<file path="src/sha_axi_pkg.sv">
package sha_axi_pkg;

	////////////////////////////////////////
	// Bus geometry
	localparam int DATA_WIDTH = 32;
	localparam int ADDR_WIDTH = 8;
	localparam int ADDR_LSB   = 2;

	////////////////////////////////////////
	// Engine geometry
	localparam int MSG_WORDS    = 32;
	localparam int LEN_WORDS    = 4;
	localparam int RESULT_WORDS = 12;

	// Word slots, one per 32-bit register
	// Indices 51 and up are not mapped
	typedef enum logic [ADDR_WIDTH-ADDR_LSB-1:0] {
		REG_CTRL     = 0,
		REG_LEN0     = 1,
		REG_MSG0     = 5,
		REG_MSG_LAST = 36,
		REG_CYCLES   = 37,
		REG_CLEAR    = 38,
		REG_RESULT0  = 39
	} reg_idx_e;

	// Cycle counter run state
	typedef enum logic {
		RUN_IDLE     = 1'b0,
		RUN_COUNTING = 1'b1
	} run_state_e;

endpackage

</file>
<file path="src/axil_slave_port.sv">
module axil_slave_port import sha_axi_pkg::*; (
	input  logic                    S_AXI_ACLK,
	input  logic                    S_AXI_ARESETN,

	// Write address
	input  logic [ADDR_WIDTH-1:0]   S_AXI_AWADDR,
	input  logic                    S_AXI_AWVALID,
	output logic                    S_AXI_AWREADY,

	// Write data
	input  logic [DATA_WIDTH-1:0]   S_AXI_WDATA,
	input  logic [DATA_WIDTH/8-1:0] S_AXI_WSTRB,
	input  logic                    S_AXI_WVALID,
	output logic                    S_AXI_WREADY,

	// Write response
	output logic [1:0]              S_AXI_BRESP,
	output logic                    S_AXI_BVALID,
	input  logic                    S_AXI_BREADY,

	// Read address
	input  logic [ADDR_WIDTH-1:0]   S_AXI_ARADDR,
	input  logic                    S_AXI_ARVALID,
	output logic                    S_AXI_ARREADY,

	// Read data
	output logic [DATA_WIDTH-1:0]   S_AXI_RDATA,
	output logic [1:0]              S_AXI_RRESP,
	output logic                    S_AXI_RVALID,
	input  logic                    S_AXI_RREADY,

	// Register block side
	output logic                    wr_en,
	output reg_idx_e                wr_idx,
	output logic [DATA_WIDTH-1:0]   wr_data,
	output logic [DATA_WIDTH/8-1:0] wr_strb,
	output reg_idx_e                rd_idx,
	input  logic [DATA_WIDTH-1:0]   rd_data
);

	localparam logic [1:0] RESP_OKAY = 2'b00;

	logic                  wr_ready;
	logic                  wr_accept;
	logic                  b_valid;
	logic                  ar_ready;
	logic                  rd_accept;
	logic                  r_valid;
	logic [DATA_WIDTH-1:0] r_data;

	// AWREADY and WREADY share one register
	assign S_AXI_AWREADY = wr_ready;
	assign S_AXI_WREADY  = wr_ready;
	assign S_AXI_BVALID  = b_valid;
	assign S_AXI_BRESP   = RESP_OKAY;

	assign S_AXI_ARREADY = ar_ready;
	assign S_AXI_RVALID  = r_valid;
	assign S_AXI_RDATA   = r_data;
	assign S_AXI_RRESP   = RESP_OKAY;

	////////////////////////////////////////
	// Write channel

	// No new write while a response is still pending
	assign wr_accept = !wr_ready && !b_valid && S_AXI_AWVALID && S_AXI_WVALID;

	assign wr_en   = wr_ready;
	assign wr_data = S_AXI_WDATA;
	assign wr_strb = S_AXI_WSTRB;

	always_ff @(posedge S_AXI_ACLK) begin
		if (!S_AXI_ARESETN) begin
			wr_ready <= 1'b0;
		end else begin
			wr_ready <= wr_accept;
		end
	end

	always_ff @(posedge S_AXI_ACLK) begin
		if (wr_accept) begin
			wr_idx <= reg_idx_e'(S_AXI_AWADDR[ADDR_WIDTH-1:ADDR_LSB]);
		end
	end

	// Response held until the master takes it
	always_ff @(posedge S_AXI_ACLK) begin
		if (!S_AXI_ARESETN) begin
			b_valid <= 1'b0;
		end else if (wr_en) begin
			b_valid <= 1'b1;
		end else if (S_AXI_BREADY) begin
			b_valid <= 1'b0;
		end
	end

	////////////////////////////////////////
	// Read channel

	assign rd_accept = !ar_ready && !r_valid && S_AXI_ARVALID;

	always_ff @(posedge S_AXI_ACLK) begin
		if (!S_AXI_ARESETN) begin
			ar_ready <= 1'b0;
		end else begin
			ar_ready <= rd_accept;
		end
	end

	always_ff @(posedge S_AXI_ACLK) begin
		if (rd_accept) begin
			rd_idx <= reg_idx_e'(S_AXI_ARADDR[ADDR_WIDTH-1:ADDR_LSB]);
		end
	end

	always_ff @(posedge S_AXI_ACLK) begin
		if (!S_AXI_ARESETN) begin
			r_valid <= 1'b0;
		end else if (ar_ready) begin
			r_valid <= 1'b1;
		end else if (S_AXI_RREADY) begin
			r_valid <= 1'b0;
		end
	end

	// Snapshot of the register taken in the ARREADY cycle
	always_ff @(posedge S_AXI_ACLK) begin
		if (ar_ready) begin
			r_data <= rd_data;
		end
	end

endmodule

</file>
<file path="src/sha_reg_block.sv">
module sha_reg_block import sha_axi_pkg::*; #(
	parameter int MSG_WORDS    = sha_axi_pkg::MSG_WORDS,
	parameter int RESULT_WORDS = sha_axi_pkg::RESULT_WORDS
) (
	input  logic                             S_AXI_ACLK,
	input  logic                             S_AXI_ARESETN,

	// Write and read ports from the bus side
	input  logic                             wr_en,
	input  reg_idx_e                         wr_idx,
	input  logic [DATA_WIDTH-1:0]            wr_data,
	input  logic [DATA_WIDTH/8-1:0]          wr_strb,
	input  reg_idx_e                         rd_idx,
	output logic [DATA_WIDTH-1:0]            rd_data,

	// Run control
	input  logic                             soft_clear,
	input  logic [DATA_WIDTH-1:0]            cycles,
	output logic                             start_req,
	output logic                             clear_req,

	// Engine
	input  logic                             hash_ready,
	input  logic                             hash_done,
	input  logic [RESULT_WORDS*DATA_WIDTH-1:0] hash_code,
	output logic [MSG_WORDS*DATA_WIDTH-1:0]  hash_msg,
	output logic [LEN_WORDS*DATA_WIDTH-1:0]  hash_len,
	output logic                             hash_mode
);

	logic                  mode;
	logic [DATA_WIDTH-1:0] len_q [LEN_WORDS];
	logic [DATA_WIDTH-1:0] msg_q [MSG_WORDS];

	// Lanes with a low strobe keep the old byte
	function automatic logic [DATA_WIDTH-1:0] merge_bytes(
		input logic [DATA_WIDTH-1:0]   old_word,
		input logic [DATA_WIDTH-1:0]   new_word,
		input logic [DATA_WIDTH/8-1:0] strb
	);
		logic [DATA_WIDTH-1:0] merged;
		merged = old_word;
		for (int b = 0; b < DATA_WIDTH / 8; b++) begin
			if (strb[b]) begin
				merged[b*8 +: 8] = new_word[b*8 +: 8];
			end
		end
		return merged;
	endfunction

	////////////////////////////////////////
	// Writable registers

	always_ff @(posedge S_AXI_ACLK) begin
		if (!S_AXI_ARESETN || soft_clear) begin
			mode <= 1'b0;
			for (int i = 0; i < LEN_WORDS; i++) begin
				len_q[i] <= '0;
			end
			for (int i = 0; i < MSG_WORDS; i++) begin
				msg_q[i] <= '0;
			end
		end else if (wr_en) begin
			if (wr_idx == REG_CTRL && wr_strb[0]) begin
				mode <= wr_data[0];
			end
			for (int i = 0; i < LEN_WORDS; i++) begin
				if (int'(wr_idx) == int'(REG_LEN0) + i) begin
					len_q[i] <= merge_bytes(len_q[i], wr_data, wr_strb);
				end
			end
			for (int i = 0; i < MSG_WORDS; i++) begin
				if (int'(wr_idx) == int'(REG_MSG0) + i) begin
					msg_q[i] <= merge_bytes(msg_q[i], wr_data, wr_strb);
				end
			end
		end
	end

	// Command slots, one pulse per write
	always_ff @(posedge S_AXI_ACLK) begin
		if (!S_AXI_ARESETN) begin
			start_req <= 1'b0;
			clear_req <= 1'b0;
		end else begin
			start_req <= wr_en && (wr_idx == REG_MSG_LAST);
			clear_req <= wr_en && (wr_idx == REG_CLEAR);
		end
	end

	////////////////////////////////////////
	// Engine side, first word on top
	always_comb begin
		for (int i = 0; i < MSG_WORDS; i++) begin
			hash_msg[(MSG_WORDS-1-i)*DATA_WIDTH +: DATA_WIDTH] = msg_q[i];
		end
		for (int i = 0; i < LEN_WORDS; i++) begin
			hash_len[(LEN_WORDS-1-i)*DATA_WIDTH +: DATA_WIDTH] = len_q[i];
		end
	end

	assign hash_mode = mode;

	////////////////////////////////////////
	// Read multiplexer
	always_comb begin
		rd_data = '0;
		case (rd_idx)
			REG_CTRL: begin
				rd_data[DATA_WIDTH-1] = hash_ready;
				rd_data[DATA_WIDTH-2] = hash_done;
				rd_data[0]            = mode;
			end
			REG_CYCLES: rd_data = cycles;
			REG_CLEAR:  rd_data = '1;
			default: ;
		endcase
		for (int i = 0; i < LEN_WORDS; i++) begin
			if (int'(rd_idx) == int'(REG_LEN0) + i) begin
				rd_data = len_q[i];
			end
		end
		for (int i = 0; i < MSG_WORDS; i++) begin
			if (int'(rd_idx) == int'(REG_MSG0) + i) begin
				rd_data = msg_q[i];
			end
		end
		// result word 0 is the top slice of hash_code
		for (int k = 0; k < RESULT_WORDS; k++) begin
			if (int'(rd_idx) == int'(REG_RESULT0) + k) begin
				rd_data = hash_code[(RESULT_WORDS-1-k)*DATA_WIDTH +: DATA_WIDTH];
			end
		end
	end

endmodule

</file>
<file path="src/sha_run_ctrl.sv">
module sha_run_ctrl import sha_axi_pkg::*; (
	input  logic                  S_AXI_ACLK,
	input  logic                  S_AXI_ARESETN,
	input  logic                  start_req,
	input  logic                  clear_req,
	input  logic                  hash_ready,
	input  logic                  hash_done,
	output logic                  hash_run,
	output logic                  hash_rst_n,
	output logic                  soft_clear,
	output logic [DATA_WIDTH-1:0] cycles
);

	run_state_e state;

	// Engine sees the start in the same cycle as the request
	assign hash_run   = start_req;
	assign hash_rst_n = S_AXI_ARESETN && !soft_clear;

	always_ff @(posedge S_AXI_ACLK) begin
		if (!S_AXI_ARESETN) begin
			soft_clear <= 1'b0;
		end else begin
			soft_clear <= clear_req;
		end
	end

	////////////////////////////////////////
	// Run state
	always_ff @(posedge S_AXI_ACLK) begin
		if (!S_AXI_ARESETN || soft_clear) begin
			state <= RUN_IDLE;
		end else begin
			case (state)
				RUN_IDLE: begin
					if (start_req) begin
						state <= RUN_COUNTING;
					end
				end
				RUN_COUNTING: begin
					// A new start keeps it running
					if (!start_req && (hash_ready || hash_done)) begin
						state <= RUN_IDLE;
					end
				end
				default: state <= RUN_IDLE;
			endcase
		end
	end

	// Restarts from zero on every start
	always_ff @(posedge S_AXI_ACLK) begin
		if (!S_AXI_ARESETN || soft_clear) begin
			cycles <= '0;
		end else if (start_req) begin
			cycles <= '0;
		end else if (state == RUN_COUNTING) begin
			cycles <= cycles + 1'b1;
		end
	end

endmodule

</file>
<file path="src/sha_axi.sv">
module sha_axi import sha_axi_pkg::*; #(
	parameter int MSG_WORDS    = sha_axi_pkg::MSG_WORDS,
	parameter int RESULT_WORDS = sha_axi_pkg::RESULT_WORDS
) (
	input  logic                               S_AXI_ACLK,
	input  logic                               S_AXI_ARESETN,

	////////////////////////////////////////
	// AXI4-Lite slave
	input  logic [ADDR_WIDTH-1:0]              S_AXI_AWADDR,
	input  logic                               S_AXI_AWVALID,
	output logic                               S_AXI_AWREADY,
	input  logic [DATA_WIDTH-1:0]              S_AXI_WDATA,
	input  logic [DATA_WIDTH/8-1:0]            S_AXI_WSTRB,
	input  logic                               S_AXI_WVALID,
	output logic                               S_AXI_WREADY,
	output logic [1:0]                         S_AXI_BRESP,
	output logic                               S_AXI_BVALID,
	input  logic                               S_AXI_BREADY,
	input  logic [ADDR_WIDTH-1:0]              S_AXI_ARADDR,
	input  logic                               S_AXI_ARVALID,
	output logic                               S_AXI_ARREADY,
	output logic [DATA_WIDTH-1:0]              S_AXI_RDATA,
	output logic [1:0]                         S_AXI_RRESP,
	output logic                               S_AXI_RVALID,
	input  logic                               S_AXI_RREADY,

	////////////////////////////////////////
	// Hash engine
	output logic [MSG_WORDS*DATA_WIDTH-1:0]    hash_msg,
	output logic [LEN_WORDS*DATA_WIDTH-1:0]    hash_len,
	output logic                               hash_mode,
	output logic                               hash_run,
	output logic                               hash_rst_n,
	input  logic                               hash_ready,
	input  logic                               hash_done,
	input  logic [RESULT_WORDS*DATA_WIDTH-1:0] hash_code
);

	logic                  wr_en;
	reg_idx_e              wr_idx;
	logic [DATA_WIDTH-1:0] wr_data;
	logic [DATA_WIDTH/8-1:0] wr_strb;
	reg_idx_e              rd_idx;
	logic [DATA_WIDTH-1:0] rd_data;
	logic                  start_req;
	logic                  clear_req;
	logic                  soft_clear;
	logic [DATA_WIDTH-1:0] cycles;

	axil_slave_port port_i (
		.S_AXI_ACLK    (S_AXI_ACLK),
		.S_AXI_ARESETN (S_AXI_ARESETN),
		.S_AXI_AWADDR  (S_AXI_AWADDR),
		.S_AXI_AWVALID (S_AXI_AWVALID),
		.S_AXI_AWREADY (S_AXI_AWREADY),
		.S_AXI_WDATA   (S_AXI_WDATA),
		.S_AXI_WSTRB   (S_AXI_WSTRB),
		.S_AXI_WVALID  (S_AXI_WVALID),
		.S_AXI_WREADY  (S_AXI_WREADY),
		.S_AXI_BRESP   (S_AXI_BRESP),
		.S_AXI_BVALID  (S_AXI_BVALID),
		.S_AXI_BREADY  (S_AXI_BREADY),
		.S_AXI_ARADDR  (S_AXI_ARADDR),
		.S_AXI_ARVALID (S_AXI_ARVALID),
		.S_AXI_ARREADY (S_AXI_ARREADY),
		.S_AXI_RDATA   (S_AXI_RDATA),
		.S_AXI_RRESP   (S_AXI_RRESP),
		.S_AXI_RVALID  (S_AXI_RVALID),
		.S_AXI_RREADY  (S_AXI_RREADY),
		.wr_en         (wr_en),
		.wr_idx        (wr_idx),
		.wr_data       (wr_data),
		.wr_strb       (wr_strb),
		.rd_idx        (rd_idx),
		.rd_data       (rd_data)
	);

	sha_reg_block #(
		.MSG_WORDS    (MSG_WORDS),
		.RESULT_WORDS (RESULT_WORDS)
	) regs_i (
		.S_AXI_ACLK    (S_AXI_ACLK),
		.S_AXI_ARESETN (S_AXI_ARESETN),
		.wr_en         (wr_en),
		.wr_idx        (wr_idx),
		.wr_data       (wr_data),
		.wr_strb       (wr_strb),
		.rd_idx        (rd_idx),
		.rd_data       (rd_data),
		.soft_clear    (soft_clear),
		.cycles        (cycles),
		.start_req     (start_req),
		.clear_req     (clear_req),
		.hash_ready    (hash_ready),
		.hash_done     (hash_done),
		.hash_code     (hash_code),
		.hash_msg      (hash_msg),
		.hash_len      (hash_len),
		.hash_mode     (hash_mode)
	);

	sha_run_ctrl run_i (
		.S_AXI_ACLK    (S_AXI_ACLK),
		.S_AXI_ARESETN (S_AXI_ARESETN),
		.start_req     (start_req),
		.clear_req     (clear_req),
		.hash_ready    (hash_ready),
		.hash_done     (hash_done),
		.hash_run      (hash_run),
		.hash_rst_n    (hash_rst_n),
		.soft_clear    (soft_clear),
		.cycles        (cycles)
	);

endmodule

</file>
<file path="config.mk">
export PLATFORM = sky130hd
export DESIGN_NAME = sha_axi
export DESIGN_NICKNAME = d
export VERILOG_FILES = /design/src/sha_axi_pkg.sv /design/src/axil_slave_port.sv /design/src/sha_reg_block.sv /design/src/sha_run_ctrl.sv /design/src/sha_axi.sv
export SDC_FILE = /design/constraint.sdc
export NUM_CORES = 2
export LEC_CHECK = 0
export ABC_AREA = 1
export BUFFER_PORTS_ARGS = -buffer_cell sky130_fd_sc_hd__buf_2
export CAP_MARGIN = 25
export CELL_PAD_IN_SITES_DETAIL_PLACEMENT = 1
export CELL_PAD_IN_SITES_GLOBAL_PLACEMENT = 2
export CORE_AREA = 2 2 643 645
export CTS_CLUSTER_SIZE = 24
export DETAILED_ROUTE_END_ITERATION = 7
export DIE_AREA = 0 0 645 647
export PLACE_DENSITY = 0.38
export SLEW_MARGIN = 20
export SYNTH_ARGS = -nofsm -noshare
export SYNTH_HDL_FRONTEND = slang
export SYNTH_SLANG_ARGS = --single-unit
</file>
<file path="constraint.sdc">
create_clock -name S_AXI_ACLK -period 4.3 [get_ports S_AXI_ACLK]
set_input_delay 0.86 -clock S_AXI_ACLK [delete_from_list [all_inputs] [get_ports S_AXI_ACLK]]
set_output_delay 0.86 -clock S_AXI_ACLK [all_outputs]
set_load 0.005 [all_outputs]
</file>
Word level (Yosys, flattened, before mapping)
Memory sizes are Yosys's and may differ from the RTL's. Cells that the tools add are included. Widths: inputs -> output; s select.

Bits in registers: 85. Memory bits (writable): 1152. Bits of input ports: 445. Output and inout port bits: 1196. Word-level logic and storage cells: 982. Memories kept: 2.

Memory list: regs_i.msg_q (depth 32, width 32, read ports 32, clocked after Yosys merged registers in 0, write ports 32, RTL line sha_reg_block.sv:33) `logic [DATA_WIDTH-1:0] msg_q [MSG_WORDS];`; regs_i.len_q (depth 4, width 32, read ports 4, clocked after Yosys merged registers in 0, write ports 4, RTL line sha_reg_block.sv:32) `logic [DATA_WIDTH-1:0] len_q [LEN_WORDS];`.

Add/subtract/negate cells: 1. Equal/unequal tests: 88. Muxes and demuxes: 816. Bitwise logic cells: 37. Reductions and logical operators: 25.

Operators by type and width (number): $mux 8 (576); $mux 32 (84); $eq 6x6->1 const B (55); $mux 1 (152); $eq 6x5->1 const B (19); $pmux 29 s2 (1); $eq 6x4->1 const B (8); $or 1x1->1 (36); $add 32x1->32 const B (1); $eq 6x3->1 const B (4); $eq 6x2->1 const B (2); $logic_not 6->1 (2); $logic_and 1x1->1 (10); $logic_not 1->1 (7); $pmux 2 s3 (1); $reduce_bool 2->1 (2); $pmux 1 s3 (1); $logic_or 1x1->1 (2); $pmux 1 s2 (1); $reduce_and 2->1 (1); $reduce_or 2->1 (1); $not 1->1 (1).

Depth between registers and ports, before layout
Depth in word-level cells: 50. Depth in mapped cells: 34. Depth with buffers taken out: 33.

Modules after synthesis
Synthesis repeated with hierarchy kept, for this count alone.

Cell total of the unflattened synthesis: 5822. Area, all modules: 56284.0 µm².

Modules (own cells, without submodules): sha_reg_block (times used 1, cells each 5421, area an instance 52442.8 µm², seq. area each 34653.2 µm²); sha_run_ctrl (times used 1, cells each 291, area an instance 2042.0 µm², seq. area each 680.7 µm²); axil_slave_port (times used 1, cells each 110, area an instance 1799.2 µm², seq. area each 1401.3 µm²).

Worst setup path before layout
No wires, ideal clock.

Path kind: register to register. Start point: reg port_i.rd_idx[4]. End point: reg port_i.r_data[30], in the netlist port_i.S_AXI_RDATA[30], data pin. Library setup time: 0.263 ns. Arrival: 2.803 ns. Data required time: 4.037 ns. Setup slack: 1.234 ns. Stages on the path, launching flop included: 28. Path buffers: 3. Clock period less this slack: 3.066 ns. Cells stage by stage: edfxtp_1 > nor2_4 > inv_4 > buf_6 > nor2_2 > buf_4 > clkbuf_1 > nand2_1 > nand2_1 > nand4_1 > nand2_1 > nand4_1 > nor2_1 > nand4_1 > nor2_1 > nand4_1 > nand2_1 > nand4_1 > nand2_1 > nand3_1 > nand2_1 > nand3_1 > nand2_1 > nand4_1 > nor2_1 > nand4_1 > nand2_1 > nand4_1.

Word-level cells in the longest chain between the ends: 50. Elaborated cells between the ends (all ways): 100. Classes of those cells: eq/ne: 50; mux: 49; reduce/logical: 1.

Ends and longest elaborated chain: start: declaration (RTL line axil_slave_port.sv:37) `output reg_idx_e rd_idx,`; start signal: assignment (RTL line axil_slave_port.sv:112) `rd_idx <= reg_idx_e'(S_AXI_ARADDR[ADDR_WIDTH-1:ADDR_LSB]);`; $eq 6x6->1 / $logic_not 6->1 (equally long branches) (RTL line sha_reg_block.sv:108) `case (rd_idx)`; $pmux 2 s3 (RTL line sha_reg_block.sv:108); $mux 32 (4 in series) (RTL line sha_reg_block.sv:119) `if (int'(rd_idx) == int'(REG_LEN0) + i) begin`; $mux 32 (32 in series) (RTL line sha_reg_block.sv:124) `if (int'(rd_idx) == int'(REG_MSG0) + i) begin`; $mux 32 (11 in series) (RTL line sha_reg_block.sv:130) `if (int'(rd_idx) == int'(REG_RESULT0) + k) begin`; $mux 32 * (RTL line sha_reg_block.sv:130); via port_i.rd_data[30] (RTL line axil_slave_port.sv:38) `input logic [DATA_WIDTH-1:0] rd_data`; end signal: assignment (RTL line axil_slave_port.sv:129) `r_data <= rd_data;`; end: declaration (RTL line axil_slave_port.sv:49) `logic [DATA_WIDTH-1:0] r_data;`.

The timed path passes the listed nets; every way through them passes the cells marked *. A chain may end at the register's enable or synchronous reset.

Worst setup path in the final report
Start point: reg port_i.rd_idx[2]. End point: reg port_i.r_data[10], in the netlist port_i.S_AXI_RDATA[10], data pin.

Word-level cells in the longest chain between the ends: 50. Elaborated cells between the ends (all ways): 99. Classes of those cells: eq/ne: 50; mux: 49.

Ends and longest elaborated chain (RTL line): $eq 6x6->1 (sha_reg_block.sv:108); $pmux 29 s2 (sha_reg_block.sv:108); $mux 32 (4 in series) (sha_reg_block.sv:119); $mux 32 (32 in series) (sha_reg_block.sv:124); $mux 32 (11 in series) (sha_reg_block.sv:130); $mux 32 * (sha_reg_block.sv:130); via port_i.rd_data[10] (axil_slave_port.sv:38).

Marks and branches as above.

==> results.json <==
{
  "drcViolationCount": 0,
  "dieArea_um2": 417000,
  "cp-end-kind": "register",
  "peakVddDrop_mv": 0.278,
  "synth_mux_area_share_pct": 0,
  "cts_tree": "built",
  "synthToLayoutAreaGrowth_pct": 56.7,
  "gp_congestion": 0.909,
  "p_per_area_nw_per_um2": 387,
  "path_buf_inv": 7,
  "yosys-top-cells-area": "edfxtp_1 65%, nand2_1 9.8%, nor2_1 9.4%",
  "final_nets": 8829,
  "cts-root-buf": "clkbuf_16",
  "fin_ws_ns": -1.65,
  "via_per_inst": 3.95,
  "yosysSeqAreaShare_pct": 66.2,
  "dpl.hpwl_um": 414000,
  "antenna_found_initial": 82,
  "avgSynthCellArea_um2": 9.67,
  "finalPower_uw": 33700,
  "drv_cap": 0,
  "fillers": 48000,
  "wire_per_inst_um": 35.5,
  "mostFrequentLayoutCell": "buf_2",
  "status": "finished, violations left",
  "die_width_um": 645,
  "slowest_delay_ns": 0.46,
  "yosys.area.top_type_share_pct": 64.7,
  "ys_seq_elements": 1237,
  "violations": "setup timing",
  "finalCritPeriodShare_pct": 138,
  "drive_gt1_share_pct": 43.4,
  "final_util_pct": 21.2,
  "synth-xor-area-share_pct": 0.0947,
  "clk_latency_ns": 0.90,
  "cp.arrival_ns": 6.50,
  "io_buffers": 1632,
  "tritoncts.num_buffers": 175,
  "cpMaxStageDelayCell": "edfxtp_1",
  "worstMarginPinSlew_ns": 1.10,
  "grt_pass1_wl_um": 628000,
  "cpMostUsedCell": "nand4_1",
  "fp-row-count": 236,
  "track_usage_pct": 23.0,
  "grt_pass1_vias": 58100,
  "setup_viol": 32,
  "wirelength_um": 498000,
  "postCtsHoldBufs": 0,
  "fmax_ghz": 0.168,
  "hold_slack_ns": 0.196,
  "coreArea_um2": 411000,
  "synth_cell_types": 36,
  "grt_max_degree": 47,
  "drt-initial-drc-count": 4321,
  "cp-start-kind": "register",
  "ant_nets": 0,
  "required_ns": 4.85,
  "hold_class": "in2reg",
  "rsz0062_at_grt": "true",
  "cp_max_fo": 7,
  "die_y_um": 647,
  "hold_violations": 0,
  "cts_buffer_depth": 4,
  "layout_common_cells": "1,632 x buf_2, 1,301 x nand2_1, 1,196 x edfxtp_1",
  "layout_min_cycle_time_ns": 5.95,
  "synthCells": 5737,
  "worstSetupPathType": "reg2reg",
  "yosys.area.top_type": "edfxtp_1",
  "synthSimpleGateAreaFrac_pct": 26.4,
  "initial_utilization_pct": 13.5,
  "synth-compound-area-share_pct": 1.80,
  "crit_family": "simple AND/OR/NAND/NOR gates",
  "ys_warn_count": 0,
  "path_clk_slew_ns": 0.05,
  "maxSlewHeadroom_pct": 26.6,
  "synth_top_family_by_area": "simple AND/OR/NAND/NOR gates",
  "syn_area_um2": 55500,
  "htreeDepth": 4,
  "dr.pass1.iters": 6,
  "clkSinkCount": 1237,
  "finalClockSkew_ns": 0.112,
  "gr-total-overflow": 0,
  "io_pins": 1641,
  "synth-adder-area-share_pct": 0.0225,
  "power_leakage_uw": 0.0372,
  "vias": 55300,
  "slew_violations": 0
}
## per-stage QoR
| stage | area (um^2) | instances | TNS (ns) | setup slack, ns |
|---|---|---|---|---|
| after floorplan | 55500 | 5740 | 0 | 1.23 |
| after global placement | 78400 | 13600 | -62.83 | -2.51 |
| after detailed placement | 78500 | 13600 | -62.13 | -2.45 |
| after CTS | 86200 | 14000 | -45.25 | -1.75 |
| after global routing | 86900 | 14000 | -51.61 | -1.92 |
| final | 87000 | 14000 | -41.95 | -1.65 |
## kinds of logic after synthesis
group / count (synthesis)
DFF: 1237
and+or+nand+nor: 3497
adders and majority gates: 1
other: 1
xor gates and xnor gates: 6
buffers and inverters: 797
AOI/OAI and AO/OA: 198
## path summary, 6_finish.rpt
check,to,startpoint,slack [ns],cells after the start
hold reg to reg,run_i.soft_clear,regs_i.clear_req,0.44,2
hold / removal,port_i.wr_idx[2],S_AXI_AWADDR[4],0.20,1
setup reg to reg,port_i.S_AXI_RDATA[10],port_i.rd_idx[2],-1.65,37
setup / recovery,port_i.S_AXI_RDATA[10],port_i.rd_idx[2],-1.65,37
## worst register-to-register path: cells and delay by family (launching register included)
kind                   cells  cell delay, ns
and+or+nand+nor           30            4.24
buffers and inverters      7            0.99
DFF                        1            0.46
## repair_timing
item,4_1_cts,5_1_grt
endpoints found under the setup margin,32,32
hold endpoints to repair,0,0
pin swaps,348,429
cloned,3,1
setup buffers,34,32
resized for setup,570,155
## layer usage
metal  track usage [%]  part of all wire, %  vias to the layer above  routed length, um
met2              42.7                   52                     1931             259000
li1                  -                    -                    24200                  -
met1              26.7                   39                    28700             196000
met5                 0                0.041                        -                202
met4              8.49                  4.3                       34              21500
met3              3.08                  4.4                      494              22000
## flip-flops by register name, indices dropped and copies added (netlist names)
register and flops:
regs_i.msg_q 1024, regs_i.len_q 128, port_i.S_AXI_RDATA 32, run_i.cycles 32, port_i.rd_idx 6, port_i.wr_idx 6, port_i.S_AXI_ARREADY 1, port_i.S_AXI_AWREADY 1
port_i.S_AXI_BVALID 1, port_i.S_AXI_RVALID 1, regs_i.clear_req 1, regs_i.hash_mode 1, regs_i.start_req 1, run_i.soft_clear 1, run_i.state 1
## cell type report
type / count / area [um^2] / share of cell area, %
flip-flops and latches: 1237 / 36700 / 42.2
multi-input cells: 3707 / 18200 / 21.0
repair buffers: 2771 / 17900 / 20.6
well taps: 5474 / 6850 / 7.87
clock buffers: 217 / 4600 / 5.29
inverters: 491 / 1860 / 2.14
clock inverters: 95 / 739 / 0.850
diodes: 25 / 62.6 / 0.0719
## Yosys cell counts
cell and count:
nand2_1 1451, nor2_1 1386, edfxtp_1 1196, inv_1 471, nand4_1 319, clkbuf_1 274
a21oi_1 148, or2_2 143, nand3_1 128, dfxtp_1 41, o21ai_0 37, nor3_1 24
buf_2 17, inv_2 16, buf_4 11, o21ai_1 10, nor2_2 9, or2_1 8
nor2_4 7, nor4_1 6, or2_0 5, xor2_1 5, nand2_2 4, nor3b_1 4
buf_1 3, clkinv_1 3, o21a_1 2, a31oi_1 1, and3_1 1, buf_6 1
conb_1 1, ha_1 1, inv_4 1, nand3b_1 1, nor3_2 1, xnor2_1 1
## power breakdown
group / internal, uW / switching (uW) / total, uW
logic: 1570 / 3250 / 4820
clock network: 8020 / 6320 / 14300
registers: 13900 / 613 / 14500
(Power assumes the default switching activity.)
